[config.mk]
export PLATFORM = sky130hd
export DESIGN_NAME = palette_ram
export DESIGN_NICKNAME = d
export VERILOG_FILES = /design/src/rtl/palette_ram.sv
export SDC_FILE = /design/constraint.sdc
export NUM_CORES = 2
export LEC_CHECK = 0
export BUFFER_PORTS_ARGS = -buffer_cell sky130_fd_sc_hd__buf_2
export CAP_MARGIN = 20
export CORE_ASPECT_RATIO = 0.8
export CORE_MARGIN = 2
export CORE_UTILIZATION = 35
export DETAILED_ROUTE_END_ITERATION = 6
export GPL_TIMING_DRIVEN = 0
export PLACE_DENSITY_LB_ADDON = 0.1
export SLEW_MARGIN = 25
export SYNTH_ARGS = -nofsm -noshare
export SYNTH_HDL_FRONTEND = slang
export SYNTH_SLANG_ARGS = --single-unit
[constraint.sdc]
create_clock -name clk -period 3.32 [get_ports clk]
set_input_delay 0.332 -clock clk [delete_from_list [all_inputs] [get_ports clk]]
set_output_delay 0.332 -clock clk [all_outputs]
set_load 0.01 [all_outputs]
[src/rtl/palette_ram.sv]
`timescale 1ns/1ps
`default_nettype none

module palette_ram #(
    parameter int PAL_DEPTH = 256
) (
    input  logic        clk,
    input  logic        we,
    input  logic [7:0]  waddr,
    input  logic [15:0] wdata,
    input  logic [7:0]  raddr,
    output logic [31:0] rdata
);

    localparam int PAIRS = PAL_DEPTH / 2;

    // even entries in the low bank, odd entries in the high bank
    logic [14:0] mem_lo [PAIRS];
    logic [14:0] mem_hi [PAIRS];

    always_ff @(posedge clk) begin
        if (we && !waddr[0]) begin
            mem_lo[waddr[7:1]] <= wdata[14:0];    // bit 15 of a color halfword is unused
        end
        if (we && waddr[0]) begin
            mem_hi[waddr[7:1]] <= wdata[14:0];
        end
    end

    // whole word pair comes back, the reader picks the halfword
    always_ff @(posedge clk) begin
        rdata <= {1'b0, mem_hi[raddr[7:1]], 1'b0, mem_lo[raddr[7:1]]};
    end

endmodule

`default_nettype wire

Word-level counts from Yosys, hierarchy flattened --
Memory sizes are Yosys's and may differ from the RTL's. A register that Yosys moved wholly into a read port is not among the register bits. Index checks and enable logic that the tools add are counted.
Operators by class: $add $sub $neg 0, multiply operators 0, div/mod/pow operators 0, magnitude comparators 0, equality and inequality tests 0, shifts and indexed selects 0, muxes and demuxes 4, bitwise logic cells 0, reductions and logical operators 3
Operator list (number):
- $mux W1 | 4
- $logic_and A1 B1 Y1 | 2
- $logic_not A1 Y1 | 1
Storage, ports and cells: flip-flop bits (word level) 0, latch bits 0, RAM bits 3840, ROM bits 0, output and inout bits 32, word-level logic and storage cells 9, memories 2
Memory list:
- mem_hi | depth 128, bits a word 15, rd ports 1, clocked after Yosys merged registers in 1, wr ports 1, RTL line 19 | logic [14:0] mem_hi [PAIRS];
- mem_lo | depth 128, bits a word 15, rd ports 1, clocked after Yosys merged registers in 1, wr ports 1, RTL line 18 | logic [14:0] mem_lo [PAIRS];

Logic depth before layout (Yosys ltp) --
depth in word-level cells 4, mapped depth 8

Worst setup path after synthesis --
OpenSTA, ideal clock, no wires.
path kind input-to-reg, start input raddr[1], end register rdata[0] (read register of mem_lo), setup time 121 ps, arrival 2951 ps, required time 3199 ps, path slack 248 ps, cell stages on the path 7, path through clkbuf_1 > buf_2 > buf_1 > mux4_2 > mux4_2 > mux4_2 > mux2_2
RTL lines:
- from (decl) | RTL line 11 | input logic [7:0] raddr,
- to (decl) | RTL line 12 | output logic [31:0] rdata

==> results.sh <==
export IMPL_drc=0
export IMPL_r2r_end="rdata[4]"
export IMPL_rrSetupSlack_ps=520
export IMPL_worst_hold_path_type="in -> reg"
export IMPL_die_area_sq_um=426000
export IMPL_areaGrowthSynthToFinish_pct=17.6
export IMPL_htree_levels=5
export IMPL_fin_crit_sh_pct=100
export IMPL_place_ws_ps=-1530
export IMPL_power_density_nw_per_um2=596
export IMPL_die_x_um=729
export IMPL_clock_skew_ps=43.1
export IMPL_cts_tree="built"
export IMPL_crit_fanout=10
export IMPL_vias_per_cell=5.40
export IMPL_dr_pass1_iters=5
export IMPL_relSlewSlack_pct=20.7
export IMPL_cts_setup_buffers=0
export IMPL_antenna_found_initial=71
export IMPL_synth_warnings=0
export IMPL_grt_pass1_wl_um=565000
export IMPL_clk_latency_ps=970
export IMPL_nFillCells=36000
export IMPL_cp_arrival_ps=4140
export IMPL_slew_viol_final=0
export IMPL_finalNetCount=6604
export IMPL_ios=66
export IMPL_core_sq_um=418000
export IMPL_start_kind="input pin"
export IMPL_cp_data_required_time_ps=4130
export IMPL_ys_seq_elements=3870
export IMPL_track_usage_pct=19.5
export IMPL_min_to="mem_lo[13][12]"
export IMPL_final_area_sq_um=173000
export IMPL_gp_congestion=0.793
export IMPL_wl_um=422000
export IMPL_timing_final_ws_setup_ps=-7.79
export IMPL_violations="negative setup slack"
export IMPL_leakage_nw=52.8
export IMPL_setup_viol=2
export IMPL_wire_per_inst_um=33.8
export IMPL_top_usage_layer="met1"
export IMPL_rsz0062_at_grt="no"
export IMPL_worst_pin_slew_ps=1190
export IMPL_whs_ps=106
export IMPL_status="finished with violations"
export IMPL_layout_drive_gt1_share_pct=38.0
export IMPL_totalPowerFinal_w=0.103
export IMPL_placed_cell_area_sq_um=160000
export IMPL_grt_max_degree=109
export IMPL_path_class="in -> reg"
export IMPL_hold_violations=0
export IMPL_multi_input_area_sq_um=30700
export IMPL_drt_iter0_markers=8328
export IMPL_clockRootBuffer="clkbuf_16"
export IMPL_route_vias_total=67500
export IMPL_seq_area_sq_um=116000
export IMPL_layout_min_cycle_time_ps=3330
export IMPL_gr_total_overflow=0
export IMPL_numCtsBuffers=404
export IMPL_initial_utilization_pct=35.2
export IMPL_r2r_start="mem_lo[37][4]"
export IMPL_yosysTopAreaCell="edfxtp_1"
export IMPL_synth_cell_types=18
export IMPL_syn_area_per_cell_sq_um=25.4
export IMPL_clock_sinks=3870
export IMPL_antenna_left=0
export IMPL_netlist_top_cells_area="edfxtp_1 (78%), mux4_2 (19%), nor2_1 (0.66%)"
export IMPL_port_buffers=54
export IMPL_netlist_instances=5782
export IMPL_ir_drop_v=0.000385
export IMPL_synth_top_area_share_pct=78.4
export IMPL_hp_start="waddr[1]"
export IMPL_dpl_hpwl_um=304000
export IMPL_clk_pin_slew_ps=60
export IMPL_hold_depth=3
export IMPL_num_rows=212
export IMPL_tns_ps=-8.53
export IMPL_met1_usage_pct=31.2
export IMPL_grt_met2_usage_pct=27.0
export IMPL_synth_area_sq_um=147000
export IMPL_die_height_um=584
export IMPL_timing_max_cap_violations=0
export IMPL_grtUsageMet3_pct=4.79
export IMPL_clockBufferDepth=4
export IMPL_r2r_cells=4
export IMPL_synth_seq_area_share_pct=78.8
export IMPL_critPathCaptureType="flip-flop"
export IMPL_max_freq_ghz=0.301
export IMPL_grt_pass1_vias=67300
synth_stat cells (all sizes together):
library cell,n
edfxtp,3840
mux4,1260
nor2,260
clkbuf,200
buf,119
dfxtp,30
mux2,30
nand2,22
nand3,10
nor2b,6
and3,1
and3b,1
conb,1
nand4,1
nor3b,1
power breakdown:
group / internal (W) / switching [W]
combinational: 0.00214 / 0.00382
sequential: 0.0539 / 0.0000690
clock: 0.0246 / 0.0187
what timing repair did:
item,in CTS,in global routing
endpoints found under the hold margin,1053,0
hold buffers,16,0
resized for setup,51,22
setup endpoints to repair,30,23
sequential cells by signal, indices dropped and copies added, names as in the netlist:
name    count
rdata      30
mem_lo   1920
mem_hi   1920
final cells by class:
type | instances | share of cell area [%]
tap | 5564 | 4.02
sequential | 3870 | 67.0
buffer | 319 | 0.898
antenna | 29 | 0.0419
clock inverter | 233 | 1.06
clock buffer | 497 | 6.13
timing repair buffer | 381 | 3.13
multi-input combinational | 1594 | 17.7
how the worst max path moves through the flow:
| stage | startpoint | end | slack [ps] | cells after the start |
|---|---|---|---|---|
| 2_1_floorplan | raddr[1] | rdata[0] | 250 | 7 |
| 3_3_place_gp | raddr[3] | rdata[14] | -3040 | 8 |
| 3_5_place_dp | raddr[3] | rdata[14] | -1530 | 8 |
| 4_1_cts | raddr[1] | rdata[27] | -30 | 7 |
| 5_1_grt | raddr[3] | rdata[21] | 1 | 9 |
| 6_report | raddr[3] | rdata[6] | -8 | 9 |
critical path: stages:
cell,delay [ps]
clkbuf_1,240
clkbuf_4,410
clkbuf_2,250
buf_12,210
buf_1,540
mux4_2,410
mux4_2,640
mux4_2,660
mux2_2,410
per-stage QoR:
stage,cells,util (%)
after detailed placement,11700,38.3
after global routing,12500,41.4
after global placement,11400,36.9
after floorplan,5783,-
final,12500,41.4
after CTS,12500,41.4
cell families (layout without fill, tap and decap cells):
kind of cell / count (synthesis) / after routing / synth area share [%]
and+or+nand+nor: 302 / 302 / 0.799
DFF: 3870 / 3870 / 78.8
buffers and inverters: 319 / 1430 / 0.884
muxes: 1290 / 1290 / 19.5
other: 1 / 31 / 0.00255
layout by cell type (no fill, tap or decap), types with 12 or more instances in the layout:
master / count
clkbuf_16: 411
buf_12: 17
clkbuf_1: 226
clkbuf_2: 51
dfxtp_1: 30
buf_1: 24
clkbuf_4: 17
buf_2: 103
buf_8: 103
mux4_2: 1260
clkinv_2: 69
edfxtp_1: 3840
clkinv_1: 110
dlygate4sd3_1: 16
buf_6: 157
clkdlybuf4s15_2: 12
diode_2: 29
nor2_2: 242
buf_16: 52
nor2_4: 15
bufinv_16: 26
mux2_2: 30
layer usage:
metal,vias to the layer above,share of wire [%],routed length [um]
met3,440,8.5,36000
met1,37600,48,201000
met4,4,1.9,8190
met5,-,0.043,183
li1,26900,-,-
met2,2479,42,176000
No activity file was read; power rests on OpenSTA's default activity.
