==> src/rtl/ppu_pkg.sv <==
`default_nettype none

package ppu_pkg;

    // one candidate layer word as delivered by the tile and sprite stages
    typedef struct packed {
        logic       valid;     // opaque pixel present
        logic       is_obj;
        logic [1:0] bg_num;
        logic [1:0] prio;      // 0 is frontmost
        logic [1:0] obj_mode;
        logic [3:0] rsvd;
        logic [7:0] pal_index;
    } layer_word_t;

    typedef enum logic [2:0] {
        IDLE,
        SORT,
        ADDR1,
        READ1,
        READ2,
        DONE
    } fetch_phase_e;

    localparam int NUM_BG = 4;

    // bit of the 5-bit layer masks that enables the sprite layer
    localparam int MASK_OBJ_BIT = 4;

    localparam logic [7:0] BACKDROP_INDEX = 8'd0;

    // sprite mode that marks a sprite-window pixel
    localparam logic [1:0] OBJ_MODE_WIN = 2'd2;

endpackage

`default_nettype wire

==> src/rtl/pal_fetch_if.sv <==
`timescale 1ns/1ps
`default_nettype none

interface pal_fetch_if #(
    parameter int COL_W = 8
);
    logic [COL_W-1:0]      col;
    ppu_pkg::layer_word_t  bg_cur;    // background presented in the current sort step
    ppu_pkg::layer_word_t  obj;
    ppu_pkg::fetch_phase_e phase;
    logic                  first;
    logic                  send_address_1;
    logic                  send_address_2;
    logic                  read_data_1;
    logic                  read_data_2;

    modport ctrl (
        output col, bg_cur, obj, phase, first,
        output send_address_1, send_address_2, read_data_1, read_data_2
    );

    modport eval (
        input col, bg_cur, obj, phase, first,
        input send_address_1, send_address_2, read_data_1, read_data_2
    );

endinterface

`default_nettype wire

==> src/rtl/pixel_sequencer.sv <==
`timescale 1ns/1ps
`default_nettype none

module pixel_sequencer #(
    parameter int COL_W = 8
) (
    input  logic                 clk,
    input  logic                 rst_n,
    input  logic                 pixel_start,
    input  ppu_pkg::layer_word_t bg0,
    input  ppu_pkg::layer_word_t bg1,
    input  ppu_pkg::layer_word_t bg2,
    input  ppu_pkg::layer_word_t bg3,
    input  ppu_pkg::layer_word_t obj,
    input  logic [COL_W-1:0]     col,
    output logic                 busy,
    output logic                 pixel_done,
    pal_fetch_if.ctrl            fif
);

    localparam int STEP_W = $clog2(ppu_pkg::NUM_BG);

    ppu_pkg::fetch_phase_e phase_q;
    logic [STEP_W-1:0]     step_q;
    ppu_pkg::layer_word_t  bg_q [ppu_pkg::NUM_BG];
    ppu_pkg::layer_word_t  obj_q;
    logic [COL_W-1:0]      col_q;
    logic                  accept;

    assign accept = pixel_start && !busy;

    always_ff @(posedge clk) begin
        if (accept) begin
            bg_q[0] <= bg0;
            bg_q[1] <= bg1;
            bg_q[2] <= bg2;
            bg_q[3] <= bg3;
            obj_q   <= obj;
            col_q   <= col;
        end
    end

    always_ff @(posedge clk) begin
        if (!rst_n) begin
            phase_q <= ppu_pkg::IDLE;
            step_q  <= '0;
        end else begin
            case (phase_q)
                ppu_pkg::IDLE: begin
                    if (accept) begin
                        phase_q <= ppu_pkg::SORT;
                        step_q  <= '0;
                    end
                end
                ppu_pkg::SORT: begin
                    step_q <= step_q + STEP_W'(1);
                    if (step_q == STEP_W'(ppu_pkg::NUM_BG - 1)) begin
                        phase_q <= ppu_pkg::ADDR1;
                    end
                end
                ppu_pkg::ADDR1: phase_q <= ppu_pkg::READ1;
                ppu_pkg::READ1: phase_q <= ppu_pkg::READ2;
                ppu_pkg::READ2: phase_q <= ppu_pkg::DONE;
                default:        phase_q <= ppu_pkg::IDLE;
            endcase
        end
    end

    assign busy       = (phase_q != ppu_pkg::IDLE);
    assign pixel_done = (phase_q == ppu_pkg::DONE);

    assign fif.col            = col_q;
    assign fif.bg_cur         = bg_q[step_q];    // one background per sort step
    assign fif.obj            = obj_q;
    assign fif.phase          = phase_q;
    assign fif.first          = (phase_q == ppu_pkg::SORT) && (step_q == '0);
    assign fif.send_address_1 = (phase_q == ppu_pkg::ADDR1);
    assign fif.send_address_2 = (phase_q == ppu_pkg::READ1);
    assign fif.read_data_1    = (phase_q == ppu_pkg::READ1);
    assign fif.read_data_2    = (phase_q == ppu_pkg::READ2);

    a_done_to_idle: assert property (@(posedge clk) disable iff (!rst_n)
        pixel_done |=> (phase_q == ppu_pkg::IDLE))
        else $error("sequencer did not return to idle after pixel_done");

endmodule

`default_nettype wire

==> src/flat_wrapper.sv <==
// flat-port wrapper written by rule: the top's interface ports become plain ports
module pixel_sequencer_flat 
#(
    parameter int COL_W = 8
)
  (clk, rst_n, pixel_start, bg0, bg1, bg2, bg3, obj, col, busy, pixel_done, fif_col, fif_bg_cur, fif_obj, fif_phase, fif_first, fif_send_address_1, fif_send_address_2, fif_read_data_1, fif_read_data_2);
  pal_fetch_if #(.COL_W(COL_W)) fif_i ();
  input  logic clk;
  input  logic rst_n;
  input  logic pixel_start;
  input  ppu_pkg::layer_word_t bg0;
  input  ppu_pkg::layer_word_t bg1;
  input  ppu_pkg::layer_word_t bg2;
  input  ppu_pkg::layer_word_t bg3;
  input  ppu_pkg::layer_word_t obj;
  input  logic [COL_W-1:0] col;
  output logic busy;
  output logic pixel_done;
  output wire logic [$bits(fif_i.col)-1:0] fif_col;
  output wire logic [$bits(fif_i.bg_cur)-1:0] fif_bg_cur;
  output wire logic [$bits(fif_i.obj)-1:0] fif_obj;
  output wire logic [$bits(fif_i.phase)-1:0] fif_phase;
  output wire logic [$bits(fif_i.first)-1:0] fif_first;
  output wire logic [$bits(fif_i.send_address_1)-1:0] fif_send_address_1;
  output wire logic [$bits(fif_i.send_address_2)-1:0] fif_send_address_2;
  output wire logic [$bits(fif_i.read_data_1)-1:0] fif_read_data_1;
  output wire logic [$bits(fif_i.read_data_2)-1:0] fif_read_data_2;
  assign fif_col = fif_i.col;
  assign fif_bg_cur = fif_i.bg_cur;
  assign fif_obj = fif_i.obj;
  assign fif_phase = fif_i.phase;
  assign fif_first = fif_i.first;
  assign fif_send_address_1 = fif_i.send_address_1;
  assign fif_send_address_2 = fif_i.send_address_2;
  assign fif_read_data_1 = fif_i.read_data_1;
  assign fif_read_data_2 = fif_i.read_data_2;
  pixel_sequencer #(.COL_W(COL_W)) u_core (.clk(clk), .rst_n(rst_n), .pixel_start(pixel_start), .bg0(bg0), .bg1(bg1), .bg2(bg2), .bg3(bg3), .obj(obj), .col(col), .busy(busy), .pixel_done(pixel_done), .fif(fif_i));
endmodule
==> config.mk <==
export PLATFORM = sky130hd
export DESIGN_NAME = pixel_sequencer_flat
export DESIGN_NICKNAME = d
export VERILOG_FILES = /design/src/rtl/ppu_pkg.sv /design/src/rtl/pal_fetch_if.sv /design/src/rtl/pixel_sequencer.sv /design/src/flat_wrapper.sv
export SDC_FILE = /design/constraint.sdc
export NUM_CORES = 1
export LEC_CHECK = 0
export BUFFER_PORTS_ARGS = -buffer_cell sky130_fd_sc_hd__buf_2
export CORE_MARGIN = 10
export CORE_UTILIZATION = 43
export DETAILED_ROUTE_END_ITERATION = 6
export PLACE_DENSITY = 0.86
export SLEW_MARGIN = 25
export SYNTH_ARGS = -nofsm -noshare
export SYNTH_HDL_FRONTEND = slang
export SYNTH_SLANG_ARGS = --single-unit
==> constraint.sdc <==
create_clock -name clk -period 6.2 [get_ports clk]
set_clock_uncertainty 0.05 [all_clocks]
set_input_delay 1.24 -clock clk [delete_from_list [all_inputs] [get_ports clk]]
set_output_delay 1.24 -clock clk [all_outputs]
set_load 0.02 [all_outputs]
# After elaboration in Yosys (flattened, before gate mapping)

Memories as Yosys holds them, arrays and structs flattened. A register that Yosys moved wholly into a read port is not among the register bits.
Cells that the tools add are included.

Register bits: 33
RAM bits: 80
Input bits: 111
Memories: 1

Memories:

| memory      | depth | bits a word | rd ports | clocked after memory_dff | wr ports | line                  | RTL |
|---|---|---|---|---|---|---|---|
| u_core.bg_q | 4     | 20          | 1        | 1                        | 4        | pixel_sequencer.sv:25 | `ppu_pkg::layer_word_t bg_q [ppu_pkg::NUM_BG];` |

$add $sub $neg: 1
Eq/ne operators: 8
Multiplexer cells: 9
Reduce and logical (&&, ||, !) cells: 9

Operator list:

| kind                                                  | number |
|---|---|
| one-hot mux 3 bit (5 select lines)                    | 1 |
| == test 3 x 2 -> 1 bit, second input constant         | 2 |
| == test 3 bit, second input constant                  | 2 |
| two-way mux 2 bit                                     | 3 |
| two-way mux 3 bit                                     | 2 |
| inequality test 2 x 1 -> 1 bit, second input constant | 2 |
| one-hot mux 2 bit (2 select lines)                    | 1 |
| AND reduction 2 bit                                   | 2 |
| == test 3 x 1 -> 1 bit, second input constant         | 1 |
| logical NOT 3 bit                                     | 1 |
| nonzero test 3 bit                                    | 1 |
| adder 2 x 1 -> 2 bit, second input constant           | 1 |
| == test 2 bit, second input constant                  | 1 |
| logical AND 1 bit                                     | 2 |
| logical NOT 2 bit                                     | 1 |
| two-way mux 1 bit                                     | 2 |
| nonzero test 2 bit                                    | 1 |
| logical NOT 1 bit                                     | 1 |

# Longest topological paths before layout

Depth after elaboration: 7
Gate-level depth with buffers: 4
Mapped depth without buffers: 4

# Worst setup path after synthesis

OpenSTA, ideal clock, no wires.

Path kind: input -> register
Start point: in pixel_start
End point: mem u_core.bg_q[0][0] in the netlist's numbering (enable)
Setup time: 0.576 ns
Data arrival time: 5.733 ns
Setup slack: -0.160 ns
Stages on the path: 2
Path buffers: 0
Path through: inv_1 > nor2_1

RTL lines:

| element     | line                  | RTL |
|---|---|---|
| from (decl) | flat_wrapper.sv:10    | `input logic pixel_start;` |
| to (decl)   | pixel_sequencer.sv:25 |  |

==> metrics.txt <==
Unique masters post-synth=21; critical path cell sequence=mux4_2, buf_2; initial core utilization=44.3%; first-pass GRT wire length=14.4 mm; grt total ovfl=0; Ports=169; DR vias=2,280; top cell type by total area after synthesis=edfxtp_1; initial antenna violation count=0; Global Route Usage Sum=13.6%; hold path cells=2; largest cells by area after synthesis=edfxtp_1, mux4_2, dfxtp_1; share of layout cells above drive strength 1=61.9%; drt total wl=9.18 mm; clock slew seen by the registers of the worst setup and hold paths=0.05 ns; Setup crit end kind=output port; TNS Setup=0 ns; # hold bufs at CTS=0; Warnings, synthesis=0; nets=467; die area=13,800 µm²; fin area=5630 µm²; post-route ant nets=0; Final Max Slew Viols=0; Post-CTS Setup Inserts=0; Crit Path Category=register to output port; most frequent cell after synthesis=edfxtp_1; Synthesized Nets=284; ant diodes=0; PostCTS Resize Cnt=0; Worst Setup Start Kind=register; critical path's top delay family=flip-flops; dpl hpwl=6.85 mm; Post-DP Area=5070 µm²; Worst Reg-to-Reg Cells=3; total CTS buffers=17; RSZ-0062 raised after global routing=no; Core Area=9240 µm²; Mapped Cells=171; syn avg cell area=24.0 µm²; Final setup violation count=0; CTS max path bufs=2; WP depth=2; MaxCap Viol Count=0; Root Buffer=clkbuf_8; Leak=2.24 nW; clk_lat worst skew=0.50 ns; Worst Path Arrival=2.11 ns; CTS tree=built; Die H=118 µm; die span in x=118 µm; final hold violations=0; WP data required=4.91 ns; Worst Path Max Fanout=20; CP max stage delay=0.81 ns; max frequency=0.295 GHz; FF+latch count, synth=115; Clock Sinks=115; status=complete, no violations; pre-CTS setup slack=3.29 ns; Post-synth EDFFs=108; post-route minimum period=3.40 ns; Area Overhead vs Synth=37.5%; std cell rows=35; DR vias/cell=4.60; H-tree Lvls=4; top_reg_cell synth=edfxtp_1; Residual DRC=0; Final WS setup=2.80 ns; DR WL/cell=18.5 µm; worst-margin pin slew=0.749 ns; Hold Path Class=register to register; CP Buf/Inv Count=1; initial detailed-routing violation count=110; vias in the first global route=2,644; cell area after synthesis=4100 µm²; pin count of the biggest net entering global routing=59; Synth async-reset ratio=0%; Pwr per Cell Area=352 nW/µm²; Port Buf Inserts=168; Slew HR=50.0%; gpl congestion=0.739; slowest stage cell, crit path=dfxtp_2; post-synthesis sequential area ratio=82.6%; 1st-pass router iterations=4; fin crit share=54.8%; Worst VDD drop=0.216 mV; top post-synthesis cells by count=edfxtp_1, mux4_2, dfxtp_1; post-synth top area share=79.2%
==> layout make-up <==
cell class,instances,area [µm²]
fill,684,3610
sequential,115,3390
timing repair buffer,170,856
multi-input combinational,47,662
clock buffer,18,418
tap,129,161
clock inverter,14,138
inverter,3,11.3
==> flip-flops by register name, indices dropped and copies added, names as in the netlist, named ones only <==
| signal | flops |
|---|---|
| u_core.bg_q | 80 |
| u_core.fif.obj | 20 |
| u_core.fif.col | 8 |
| u_core.fif.phase | 3 |
| u_core.step_q | 2 |
==> metrics by stage <==
step           cells  total power [mW]  util (%)  hold slack [ns]
2_1_floorplan    171              1.03         -            0.422
3_3_place_gp     464              1.10      54.9            0.441
3_5_place_dp     464              1.11      54.9            0.464
4_1_cts          496              2.01      60.9            0.473
5_1_grt          496              2.06      60.9            0.509
6_report         496              1.98      60.9            0.460
==> where the power goes <==
| part | leakage (nW) | switching (mW) | total [mW] | internal [mW] |
|---|---|---|---|---|
| Combinational | 0.887 | 0.0868 | 0.157 | 0.0706 |
| Clock | 0.258 | 0.329 | 0.895 | 0.566 |
| Sequential | 1.09 | 0.0196 | 0.929 | 0.910 |
| Total | 2.24 | 0.435 | 1.98 | 1.55 |
==> layer usage <==
layer  wire (µm)  vias to the layer above  global-route usage [%]
met2        4830                      107                    22.9
met3         962                        6                    8.06
met5           0                        -                       0
li1            -                     1067                       -
met1        3310                     1100                    13.4
met4          74                        0                    5.10
==> final timing paths <==
| path | from | endpoint | slack, ns |
|---|---|---|---|
| worst max-delay path | register | fif_bg_cur[7] | 2.80 |
| worst min register to register | u_core.step_q[1] | register | 0.46 |
| worst min-delay path | u_core.step_q[1] | register | 0.46 |
| worst max register to register | u_core.fif.phase[2] | u_core.bg_q[0][1] | 4.21 |
==> kinds of logic after synthesis <==
logic type | synth area share, %
compound gates | 1.44
fa+ha+maj | 0.611
buf+inv | 1.44
mux | 11.0
simple gates | 2.93
flops | 82.6
==> worst reg2reg max path, cell delays in order, from the launching register on <==
cell and delay, ns:
dfxtp_1 0.44, or3_1 0.43, nor2_4 0.11, buf_4 0.56
==> cell usage in the layout, fill, tap and decap left out <==
cell        instances
inv_1               3
nor3b_1             1
dfxtp_1             5
buf_2             168
clkbuf_1            1
o31ai_1             2
a21boi_1            2
nor2_4              1
mux4_2             20
and2_1              3
buf_4               2
clkinv_2            3
nand2_1             3
edfxtp_1          108
nor2_1              3
o21a_1              2
nor3b_2             2
clkinv_1            2
clkinv_4            1
nor2b_2             1
ha_1                2
bufinv_16           2
nor2b_4             2
clkbuf_8            1
clkinvlp_4          5
or3_1               1
o31a_1              1
dfxtp_2             2
a21oi_1             1
inv_6               1
clkbuf_16          16
No activity file was read; power rests on OpenSTA's default activity.
